`config.mk`:
```
export PLATFORM = sky130hd
export DESIGN_NAME = csr_rw_unit
export DESIGN_NICKNAME = d
export VERILOG_FILES = /design/src/csr_pkg.sv /design/src/csr_addr_decode.sv /design/src/csr_irq_regs.sv /design/src/csr_read_mux.sv /design/src/csr_rw_unit.sv /design/src/csr_trap_regs.sv
export VERILOG_INCLUDE_DIRS = /design/src
export SDC_FILE = /design/constraint.sdc
export NUM_CORES = 1
export LEC_CHECK = 0
export ABC_CLOCK_PERIOD_IN_PS = 9650
export BUFFER_PORTS_ARGS = -buffer_cell sky130_fd_sc_hd__buf_4
export CAP_MARGIN = 20
export CORE_MARGIN = 4
export CORE_UTILIZATION = 40
export DETAILED_ROUTE_END_ITERATION = 8
export GPL_ROUTABILITY_DRIVEN = 1
export PLACE_DENSITY_LB_ADDON = 0.15
export SYNTH_ARGS = -nofsm -noshare
export SYNTH_HDL_FRONTEND = slang
export SYNTH_SLANG_ARGS = --single-unit
```
`constraint.sdc`:
```
create_clock -name clk -period 9.65 [get_ports clk]
set_input_delay 1.93 -clock clk [delete_from_list [all_inputs] [get_ports clk]]
set_output_delay 1.93 -clock clk [all_outputs]
set_load 0.02 [all_outputs]
```
`src/csr_params.svh`:
```
// CSR unit parameters: data widths, machine CSR addresses, reset and identity values
`ifndef CSR_PARAMS_SVH
`define CSR_PARAMS_SVH

`define CSR_XLEN 32
`define CSR_ADDR_W 12
`define CSR_CAUSE_W 8

`define CSR_ADDR_MSTATUS 12'h300
`define CSR_ADDR_MISA 12'h301
`define CSR_ADDR_MIE 12'h304
`define CSR_ADDR_MTVEC 12'h305
`define CSR_ADDR_MSCRATCH 12'h340
`define CSR_ADDR_MEPC 12'h341
`define CSR_ADDR_MCAUSE 12'h342
`define CSR_ADDR_MTVAL 12'h343
`define CSR_ADDR_MIP 12'h344
`define CSR_ADDR_MVENDORID 12'hF11
`define CSR_ADDR_MARCHID 12'hF12
`define CSR_ADDR_MIMPID 12'hF13
`define CSR_ADDR_MHARTID 12'hF14

`define CSR_MTVEC_BASE_INIT 30'd0 // BASE field only, MODE resets to direct
`define CSR_MCAUSE_INIT 32'd16 // Interrupt bit clear
`define CSR_MISA_VAL 32'h4000_0110 // RV32 with I and E flags
`define CSR_MVENDORID_VAL 32'h0000_0000
`define CSR_MARCHID_VAL 32'h0000_0000
`define CSR_MIMPID_VAL 32'h312E_3030
`define CSR_MHARTID_VAL 32'h0000_0000

`endif

```
`src/csr_pkg.sv`:
```
// CSR unit package: register select and update opcode types, shared update rule
`default_nettype none

`include "csr_params.svh"

package csr_pkg;

	typedef enum logic [1:0] {
		CSR_UPD_LOAD = 2'd0,
		CSR_UPD_SET = 2'd1,
		CSR_UPD_CLR = 2'd2
	} csr_upd_e;

	typedef enum logic [3:0] {
		CSR_SEL_NONE, CSR_SEL_MSTATUS, CSR_SEL_MISA, CSR_SEL_MIE,
		CSR_SEL_MTVEC, CSR_SEL_MSCRATCH, CSR_SEL_MEPC, CSR_SEL_MCAUSE,
		CSR_SEL_MTVAL, CSR_SEL_MIP, CSR_SEL_MVENDORID, CSR_SEL_MARCHID,
		CSR_SEL_MIMPID, CSR_SEL_MHARTID
	} csr_sel_e;

	// Clear keeps only the bits the operand has set; code 3 yields zero
	function automatic logic [`CSR_XLEN-1:0] csr_update(
		input logic [`CSR_XLEN-1:0] old_v,
		input logic [`CSR_XLEN-1:0] mask_v,
		input csr_upd_e upd_type
	);
		logic [`CSR_XLEN-1:0] new_v;
		case (upd_type)
			CSR_UPD_LOAD: new_v = mask_v;
			CSR_UPD_SET: new_v = old_v | mask_v;
			CSR_UPD_CLR: new_v = old_v & mask_v;
			default: new_v = '0;
		endcase
		return new_v;
	endfunction

endpackage

`default_nettype wire

```
`src/csr_addr_decode.sv`:
```
// CSR address decoder: maps the access address to a register select and write strobe
`timescale 1ns/1ns
`default_nettype none

`include "csr_params.svh"

module csr_addr_decode (
	input wire logic [`CSR_ADDR_W-1:0] rw_addr,
	input wire logic rw_valid,
	output csr_pkg::csr_sel_e sel,
	output logic wr
);

	import csr_pkg::*;

	always_comb
	begin
		case (rw_addr)
			`CSR_ADDR_MSTATUS: sel = CSR_SEL_MSTATUS;
			`CSR_ADDR_MISA: sel = CSR_SEL_MISA;
			`CSR_ADDR_MIE: sel = CSR_SEL_MIE;
			`CSR_ADDR_MTVEC: sel = CSR_SEL_MTVEC;
			`CSR_ADDR_MSCRATCH: sel = CSR_SEL_MSCRATCH;
			`CSR_ADDR_MEPC: sel = CSR_SEL_MEPC;
			`CSR_ADDR_MCAUSE: sel = CSR_SEL_MCAUSE;
			`CSR_ADDR_MTVAL: sel = CSR_SEL_MTVAL;
			`CSR_ADDR_MIP: sel = CSR_SEL_MIP;
			`CSR_ADDR_MVENDORID: sel = CSR_SEL_MVENDORID;
			`CSR_ADDR_MARCHID: sel = CSR_SEL_MARCHID;
			`CSR_ADDR_MIMPID: sel = CSR_SEL_MIMPID;
			`CSR_ADDR_MHARTID: sel = CSR_SEL_MHARTID;
			default: sel = CSR_SEL_NONE; // Reads as zero
		endcase
	end

	// Only writable registers get a strobe
	always_comb
	begin
		case (sel)
			CSR_SEL_MSTATUS,
			CSR_SEL_MIE,
			CSR_SEL_MTVEC,
			CSR_SEL_MSCRATCH,
			CSR_SEL_MEPC,
			CSR_SEL_MCAUSE,
			CSR_SEL_MTVAL: wr = rw_valid;
			default: wr = 1'b0; // misa, mip, ID registers, unmapped
		endcase
	end

endmodule

`default_nettype wire

```
`src/csr_irq_regs.sv`:
```
// Interrupt state registers: mie enable bits and registered mip pending bits
`timescale 1ns/1ns
`default_nettype none

`include "csr_params.svh"

module csr_irq_regs (
	input wire logic clk,
	input wire logic resetn,
	input csr_pkg::csr_sel_e sel,
	input wire logic wr,
	input csr_pkg::csr_upd_e rw_upd_type,
	input wire logic [`CSR_XLEN-1:0] rw_mask_v,
	input wire logic sw_irq,
	input wire logic tmr_irq,
	input wire logic ext_irq,
	output logic mie_msie,
	output logic mie_mtie,
	output logic mie_meie,
	output logic mip_msip,
	output logic mip_mtip,
	output logic mip_meip
);

	import csr_pkg::*;

	logic [`CSR_XLEN-1:0] mie_old;
	logic [`CSR_XLEN-1:0] mie_new;

	// Enable bits sit at 3, 7 and 11 of the operand
	always_comb
	begin
		mie_old = '0;
		mie_old[3] = mie_msie;
		mie_old[7] = mie_mtie;
		mie_old[11] = mie_meie;
		mie_new = csr_update(mie_old, rw_mask_v, rw_upd_type);
	end

	always_ff @(posedge clk or negedge resetn)
	begin
		if (!resetn)
		begin
			mie_msie <= 1'b0;
			mie_mtie <= 1'b0;
			mie_meie <= 1'b0;
		end
		else if (wr && (sel == CSR_SEL_MIE))
		begin
			mie_msie <= mie_new[3];
			mie_mtie <= mie_new[7];
			mie_meie <= mie_new[11];
		end
	end

	// Requests held by the source until cleared there
	always_ff @(posedge clk or negedge resetn)
	begin
		if (!resetn)
		begin
			mip_msip <= 1'b0;
			mip_mtip <= 1'b0;
			mip_meip <= 1'b0;
		end
		else
		begin
			mip_msip <= sw_irq;
			mip_mtip <= tmr_irq;
			mip_meip <= ext_irq;
		end
	end

endmodule

`default_nettype wire

```
`src/csr_read_mux.sv`:
```
// CSR read multiplexer: builds each register's read layout and returns the selected old value
`timescale 1ns/1ns
`default_nettype none

`include "csr_params.svh"

module csr_read_mux (
	input csr_pkg::csr_sel_e sel,
	input wire logic mstatus_mie,
	input wire logic mstatus_mpie,
	input wire logic [`CSR_XLEN-1:0] mtvec_q,
	input wire logic [`CSR_XLEN-1:0] mepc_q,
	input wire logic [`CSR_XLEN-1:0] mcause_q,
	input wire logic [`CSR_XLEN-1:0] mtval_q,
	input wire logic [`CSR_XLEN-1:0] mscratch_q,
	input wire logic mie_msie,
	input wire logic mie_mtie,
	input wire logic mie_meie,
	input wire logic mip_msip,
	input wire logic mip_mtip,
	input wire logic mip_meip,
	output logic [`CSR_XLEN-1:0] rw_dout
);

	import csr_pkg::*;

	logic [`CSR_XLEN-1:0] mstatus_word;
	logic [`CSR_XLEN-1:0] mie_word;
	logic [`CSR_XLEN-1:0] mip_word;

	// MPP fixed at machine mode
	assign mstatus_word = {19'd0, 2'b11, 3'd0, mstatus_mpie, 3'd0, mstatus_mie, 3'd0};
	assign mie_word = {20'd0, mie_meie, 3'd0, mie_mtie, 3'd0, mie_msie, 3'd0};
	assign mip_word = {20'd0, mip_meip, 3'd0, mip_mtip, 3'd0, mip_msip, 3'd0};

	always_comb
	begin
		case (sel)
			CSR_SEL_MSTATUS: rw_dout = mstatus_word;
			CSR_SEL_MISA: rw_dout = `CSR_MISA_VAL;
			CSR_SEL_MIE: rw_dout = mie_word;
			CSR_SEL_MTVEC: rw_dout = mtvec_q;
			CSR_SEL_MSCRATCH: rw_dout = mscratch_q;
			CSR_SEL_MEPC: rw_dout = mepc_q;
			CSR_SEL_MCAUSE: rw_dout = mcause_q; // Interrupt flag in bit 31
			CSR_SEL_MTVAL: rw_dout = mtval_q;
			CSR_SEL_MIP: rw_dout = mip_word;
			CSR_SEL_MVENDORID: rw_dout = `CSR_MVENDORID_VAL;
			CSR_SEL_MARCHID: rw_dout = `CSR_MARCHID_VAL;
			CSR_SEL_MIMPID: rw_dout = `CSR_MIMPID_VAL;
			CSR_SEL_MHARTID: rw_dout = `CSR_MHARTID_VAL;
			default: rw_dout = '0;
		endcase
	end

endmodule

`default_nettype wire

```
`src/csr_rw_unit.sv`:
```
// Machine-mode CSR read/write unit: decode, trap and interrupt registers, read mux
`timescale 1ns/1ns
`default_nettype none

`include "csr_params.svh"

module csr_rw_unit (
	input wire logic clk,
	input wire logic resetn,
	input wire logic [`CSR_ADDR_W-1:0] rw_addr,
	input csr_pkg::csr_upd_e rw_upd_type,
	input wire logic [`CSR_XLEN-1:0] rw_mask_v,
	input wire logic rw_valid,
	output logic [`CSR_XLEN-1:0] rw_dout,
	input wire logic trap_enter,
	input wire logic trap_is_intr,
	input wire logic [`CSR_CAUSE_W-1:0] trap_cause,
	input wire logic [`CSR_XLEN-1:0] trap_ret_addr,
	input wire logic [`CSR_XLEN-1:0] trap_val,
	output logic [`CSR_XLEN-1:0] trap_vec_addr,
	input wire logic trap_ret,
	output logic [`CSR_XLEN-1:0] mepc_ret_addr,
	input wire logic sw_irq,
	input wire logic tmr_irq,
	input wire logic ext_irq,
	output logic mstatus_mie,
	output logic mie_msie,
	output logic mie_mtie,
	output logic mie_meie
);

	import csr_pkg::*;

	csr_sel_e sel;
	logic wr;
	logic mstatus_mpie;
	logic [`CSR_XLEN-1:0] mtvec_q;
	logic [`CSR_XLEN-1:0] mcause_q;
	logic [`CSR_XLEN-1:0] mtval_q;
	logic [`CSR_XLEN-1:0] mscratch_q;
	logic mip_msip;
	logic mip_mtip;
	logic mip_meip;

	csr_addr_decode u_addr_decode (
		.rw_addr(rw_addr),
		.rw_valid(rw_valid),
		.sel(sel),
		.wr(wr)
	);

	csr_trap_regs u_trap_regs (
		.clk(clk),
		.resetn(resetn),
		.sel(sel),
		.wr(wr),
		.rw_upd_type(rw_upd_type),
		.rw_mask_v(rw_mask_v),
		.trap_enter(trap_enter),
		.trap_ret(trap_ret),
		.trap_is_intr(trap_is_intr),
		.trap_cause(trap_cause),
		.trap_ret_addr(trap_ret_addr),
		.trap_val(trap_val),
		.mstatus_mie(mstatus_mie),
		.mstatus_mpie(mstatus_mpie),
		.mtvec_q(mtvec_q),
		.mepc_q(mepc_ret_addr), // mepc doubles as the return address
		.mcause_q(mcause_q),
		.mtval_q(mtval_q),
		.mscratch_q(mscratch_q),
		.trap_vec_addr(trap_vec_addr)
	);

	csr_irq_regs u_irq_regs (
		.clk(clk),
		.resetn(resetn),
		.sel(sel),
		.wr(wr),
		.rw_upd_type(rw_upd_type),
		.rw_mask_v(rw_mask_v),
		.sw_irq(sw_irq),
		.tmr_irq(tmr_irq),
		.ext_irq(ext_irq),
		.mie_msie(mie_msie),
		.mie_mtie(mie_mtie),
		.mie_meie(mie_meie),
		.mip_msip(mip_msip),
		.mip_mtip(mip_mtip),
		.mip_meip(mip_meip)
	);

	csr_read_mux u_read_mux (
		.sel(sel),
		.mstatus_mie(mstatus_mie),
		.mstatus_mpie(mstatus_mpie),
		.mtvec_q(mtvec_q),
		.mepc_q(mepc_ret_addr),
		.mcause_q(mcause_q),
		.mtval_q(mtval_q),
		.mscratch_q(mscratch_q),
		.mie_msie(mie_msie),
		.mie_mtie(mie_mtie),
		.mie_meie(mie_meie),
		.mip_msip(mip_msip),
		.mip_mtip(mip_mtip),
		.mip_meip(mip_meip),
		.rw_dout(rw_dout)
	);

endmodule

`default_nettype wire

```
`src/csr_trap_regs.sv`:
```
// Trap state registers: mstatus, mtvec, mepc, mcause, mtval, mscratch and vector address
`timescale 1ns/1ns
`default_nettype none

`include "csr_params.svh"

module csr_trap_regs (
	input wire logic clk,
	input wire logic resetn,
	input csr_pkg::csr_sel_e sel,
	input wire logic wr,
	input csr_pkg::csr_upd_e rw_upd_type,
	input wire logic [`CSR_XLEN-1:0] rw_mask_v,
	input wire logic trap_enter,
	input wire logic trap_ret,
	input wire logic trap_is_intr,
	input wire logic [`CSR_CAUSE_W-1:0] trap_cause,
	input wire logic [`CSR_XLEN-1:0] trap_ret_addr,
	input wire logic [`CSR_XLEN-1:0] trap_val,
	output logic mstatus_mie,
	output logic mstatus_mpie,
	output logic [`CSR_XLEN-1:0] mtvec_q,
	output logic [`CSR_XLEN-1:0] mepc_q,
	output logic [`CSR_XLEN-1:0] mcause_q,
	output logic [`CSR_XLEN-1:0] mtval_q,
	output logic [`CSR_XLEN-1:0] mscratch_q,
	output logic [`CSR_XLEN-1:0] trap_vec_addr
);

	import csr_pkg::*;

	logic [`CSR_XLEN-1:0] mstatus_old;
	logic [`CSR_XLEN-1:0] mstatus_new;
	logic [`CSR_XLEN-1:0] vec_offset;

	always_comb
	begin
		mstatus_old = '0;
		mstatus_old[3] = mstatus_mie;
		mstatus_old[7] = mstatus_mpie;
		mstatus_new = csr_update(mstatus_old, rw_mask_v, rw_upd_type);
	end

	// Trap entry beats trap return, both beat a CSR write
	always_ff @(posedge clk or negedge resetn)
	begin
		if (!resetn)
		begin
			mstatus_mie <= 1'b0;
			mstatus_mpie <= 1'b1;
		end
		else if (trap_enter)
		begin
			mstatus_mie <= 1'b0;
			mstatus_mpie <= mstatus_mie; // Save enable
		end
		else if (trap_ret)
		begin
			mstatus_mie <= mstatus_mpie;
			mstatus_mpie <= 1'b1;
		end
		else if (wr && (sel == CSR_SEL_MSTATUS))
		begin
			mstatus_mie <= mstatus_new[3];
			mstatus_mpie <= mstatus_new[7];
		end
	end

	always_ff @(posedge clk or negedge resetn)
	begin
		if (!resetn)
			mtvec_q <= {`CSR_MTVEC_BASE_INIT, 2'b00};
		else if (wr && (sel == CSR_SEL_MTVEC))
			mtvec_q <= csr_update(mtvec_q, rw_mask_v, rw_upd_type);
	end

	always_ff @(posedge clk or negedge resetn)
	begin
		if (!resetn)
			mcause_q <= `CSR_MCAUSE_INIT;
		else if (trap_enter)
			mcause_q <= {trap_is_intr, {(`CSR_XLEN-1-`CSR_CAUSE_W){1'b0}}, trap_cause};
		else if (wr && (sel == CSR_SEL_MCAUSE))
			mcause_q <= csr_update(mcause_q, rw_mask_v, rw_upd_type);
	end

	always_ff @(posedge clk)
	begin
		if (trap_enter)
		begin
			mepc_q <= trap_ret_addr;
			mtval_q <= trap_val;
		end
		else
		begin
			if (wr && (sel == CSR_SEL_MEPC))
				mepc_q <= csr_update(mepc_q, rw_mask_v, rw_upd_type);
			if (wr && (sel == CSR_SEL_MTVAL))
				mtval_q <= csr_update(mtval_q, rw_mask_v, rw_upd_type);
		end
	end

	always_ff @(posedge clk)
	begin
		if (wr && (sel == CSR_SEL_MSCRATCH))
			mscratch_q <= csr_update(mscratch_q, rw_mask_v, rw_upd_type);
	end

	// Vectored mode only offsets interrupts
	assign vec_offset = ((mtvec_q[1:0] == 2'd1) && trap_is_intr) ?
		{{(`CSR_XLEN-`CSR_CAUSE_W-2){1'b0}}, trap_cause, 2'b00} : '0;
	assign trap_vec_addr = {mtvec_q[`CSR_XLEN-1:2], 2'b00} + vec_offset;

endmodule

`default_nettype wire

```
==> impl_metrics.toml <==
[sta]
holdWs_ps = 584
fin_ws_ps = 2900
min_period_ps = 6750
setup-tns-final_ps = 0
slew_viol_final = 0
setup_viol = 0
rsz0062_at_grt = "false"
clock_skew_ps = 1.27
hold_viol = 0
fin_crit_sh = 0.700
max_freq_mhz = 148
relSlewSlack = 0.258
worst_pin_slew_ps = 1110

[die]
dieArea_sq_um = 29900
core_area_sq_um = 26900
die_h_um = 173
ioPinCount = 227
initial_core_util = 0.405
std_cell_rows = 60
die_width_um = 173

[global_routing]
grt_antenna_before_repair = 1
grt_start_max_net_pins = 120
grt_pass1_vias = 10300
grt_use_total = 0.250
grt_pass1_wl_mm = 60.0
globalRouteOverflowTotal = 0

[synth]
ys_seq_area_frac = 0.430
synthTopCellsByArea = "edfxtp_1 (26%), dfrtp_1 (16%), o21ai_0 (8.5%)"
syn_avg_cell_area_sq_um = 8.71
ys_warn_count = 0
synth_edf_count = 96
synth_cells = 1251
ys_seq_elements = 168
async_flop_share = 0.429
synth_area_sq_um = 10900
synth_top_area_frac = 0.265
synth_top_area_cell = "edfxtp_1"
ys.flop_type = "edfxtp_1"
ys_types = 67

[pwr]
ir_worst_vdd_uv = 85.5
p_per_area_nw_per_um2 = 161
fin_total_pwr_uw = 2140
p_leak_uw = 0.00527

[job]
drv_cap = 0

[route]
wl_met1_mm = 16.6
ant_nets = 0
met2_length_mm = 18.5
wl_mm = 38.8
dr.pass1.iters = 6
drtIter0Drc = 1222
viasPerCell = 6.04
vias = 10700
dr.max_layer_used = "met4"
wl_met3_mm = 2.90
drc = 0
routedWlPerCell_um = 22.0

[critical_path]
cp_max_fo = 8
critPathCaptureType = "output pin"
crit_start = "trap_is_intr"
r2r_start = "u_trap_regs.mstatus_mpie"
crit_required_ps = 7720
start_kind = "input pin"
arrival_ps = 4820
crit_type = "input pin to output pin"

[worst_hold_path]
min_from = "u_trap_regs.mtvec_q[30]"
hold_class = "register to register"

[clocking]
cts_resized = 0
cts_tree = "yes"
clk_pin_slew_ps = 70
clkSinkCount = 168
cts_buffer_depth = 2
cts_root_buf = "clkbuf_16"
cts_setup_buffers = 0
cts_max_level = 4
hold_buffers = 0
clk_latency_ps = 430
cts_buffers = 17

[cells_and_area]
final_common_cell = "buf_4"
final_cell_mix = "buf_4 (236), o21ai_0 (186), a21oi_1 (173), nand2_1 (120), nor2_1 (109)"
drive_gt1_frac = 0.214
num-nets-final = 1545
fin_cells = 1764
areaGrowthSynthToFinish_pct = 21.9

[place]
hpwlAfterDp_mm = 24.0
io_buffer_count = 224
dpl_worst_slack_ps = 2850
gp_congestion = 0.799
dp.cells = 1729

[status]
status = "completed"
## kinds of logic after synthesis
logic type,share of synthesized area
and+or+nand+nor,0.138
adders and majority gates,0.0110
other,0.000344
AOI/OAI and AO/OA,0.309
DFF,0.430
xor gates and xnor gates,0.0249
muxes,0.0416
buffers and inverters,0.0444
## final cells by class
| type | count | area [sq um] |
|---|---|---|
| Fill cell | 2613 | 13600 |
| Multi-Input combinational cell | 975 | 5740 |
| Clock inverter | 13 | 124 |
| Inverter | 7 | 26.3 |
| Clock buffer | 19 | 433 |
| Timing Repair Buffer | 240 | 1840 |
| Sequential cell | 168 | 4690 |
| Antenna cell | 1 | 2.50 |
| Tap cell | 341 | 427 |
## routing by layer
metal | global-route usage | vias to the layer above
met5 | 0 | -
met1 | 0.332 | 5158
met2 | 0.411 | 471
met4 | 0.0715 | 0
li1 | - | 4968
met3 | 0.0568 | 53
## power breakdown
group	internal, uW	total [uW]	switching (uW)
registers	818	881	63.3
clock network	358	681	323
logic	240	580	340
total	1420	2140	726
## worst paths after layout
kind | end | slack [ps] | cells past startpoint
worst max register to register | u_trap_regs.mstatus_mpie | 8240 | 5
worst max-delay path | trap_vec_addr[16] | 2900 | 14
max in group asynchronous | u_trap_regs.mstatus_mpie | 7460 | 3
worst min-delay path | u_trap_regs.mtvec_q[30] | 580 | 2
min in group asynchronous | u_trap_regs.mcause_q[5] | 1250 | 1
worst min register to register | u_trap_regs.mtvec_q[30] | 580 | 2
## Yosys cell counts (all sizes together), types with 5 or more instances
| library cell | number |
|---|---|
| a211oi | 5 |
| a21oi | 173 |
| a221o | 19 |
| a222oi | 17 |
| a22oi | 68 |
| and2 | 15 |
| and3 | 6 |
| buf | 29 |
| clkbuf | 73 |
| dfrtp | 70 |
| edfxtp | 96 |
| ha | 8 |
| inv | 7 |
| mux2 | 18 |
| mux2i | 25 |
| nand2 | 120 |
| nand3 | 13 |
| nor2 | 109 |
| nor2b | 35 |
| nor3 | 6 |
| o21a | 29 |
| o21ai | 226 |
| xnor2 | 17 |
| xor2 | 14 |
## per-stage QoR
step	cell area, sq um	util
detailed placement	12700	0.471
CTS	13200	0.492
floorplan	10900	-
global route	13300	0.494
finish	13300	0.494
global placement	12700	0.471
## sequential cells by signal, indices dropped and copies added, names as in the netlist
register,count
u_trap_regs.mstatus_mpie,1
u_irq_regs.mie_meie,1
u_trap_regs.mtvec_q,32
u_irq_regs.mie_mtie,1
u_trap_regs.mcause_q,32
u_trap_regs.mstatus_mie,1
u_trap_regs.mepc_q,32
u_irq_regs.mip_msip,1
u_irq_regs.mip_mtip,1
u_irq_regs.mie_msie,1
u_irq_regs.mip_meip,1
u_trap_regs.mtval_q,32
u_trap_regs.mscratch_q,32
## worst max-delay path, stage by stage
cell and delay, ps:
buf_4 120, nand2_1 60, nor2_1 90, and2_1 180
ha_1 210, fa_1 440, a21o_1 170, a21oi_1 220
nor2b_1 120, o221ai_1 670, buf_6 230, nor2_1 60
xor2_1 150, buf_4 170
No activity file was read; power rests on OpenSTA's default activity.
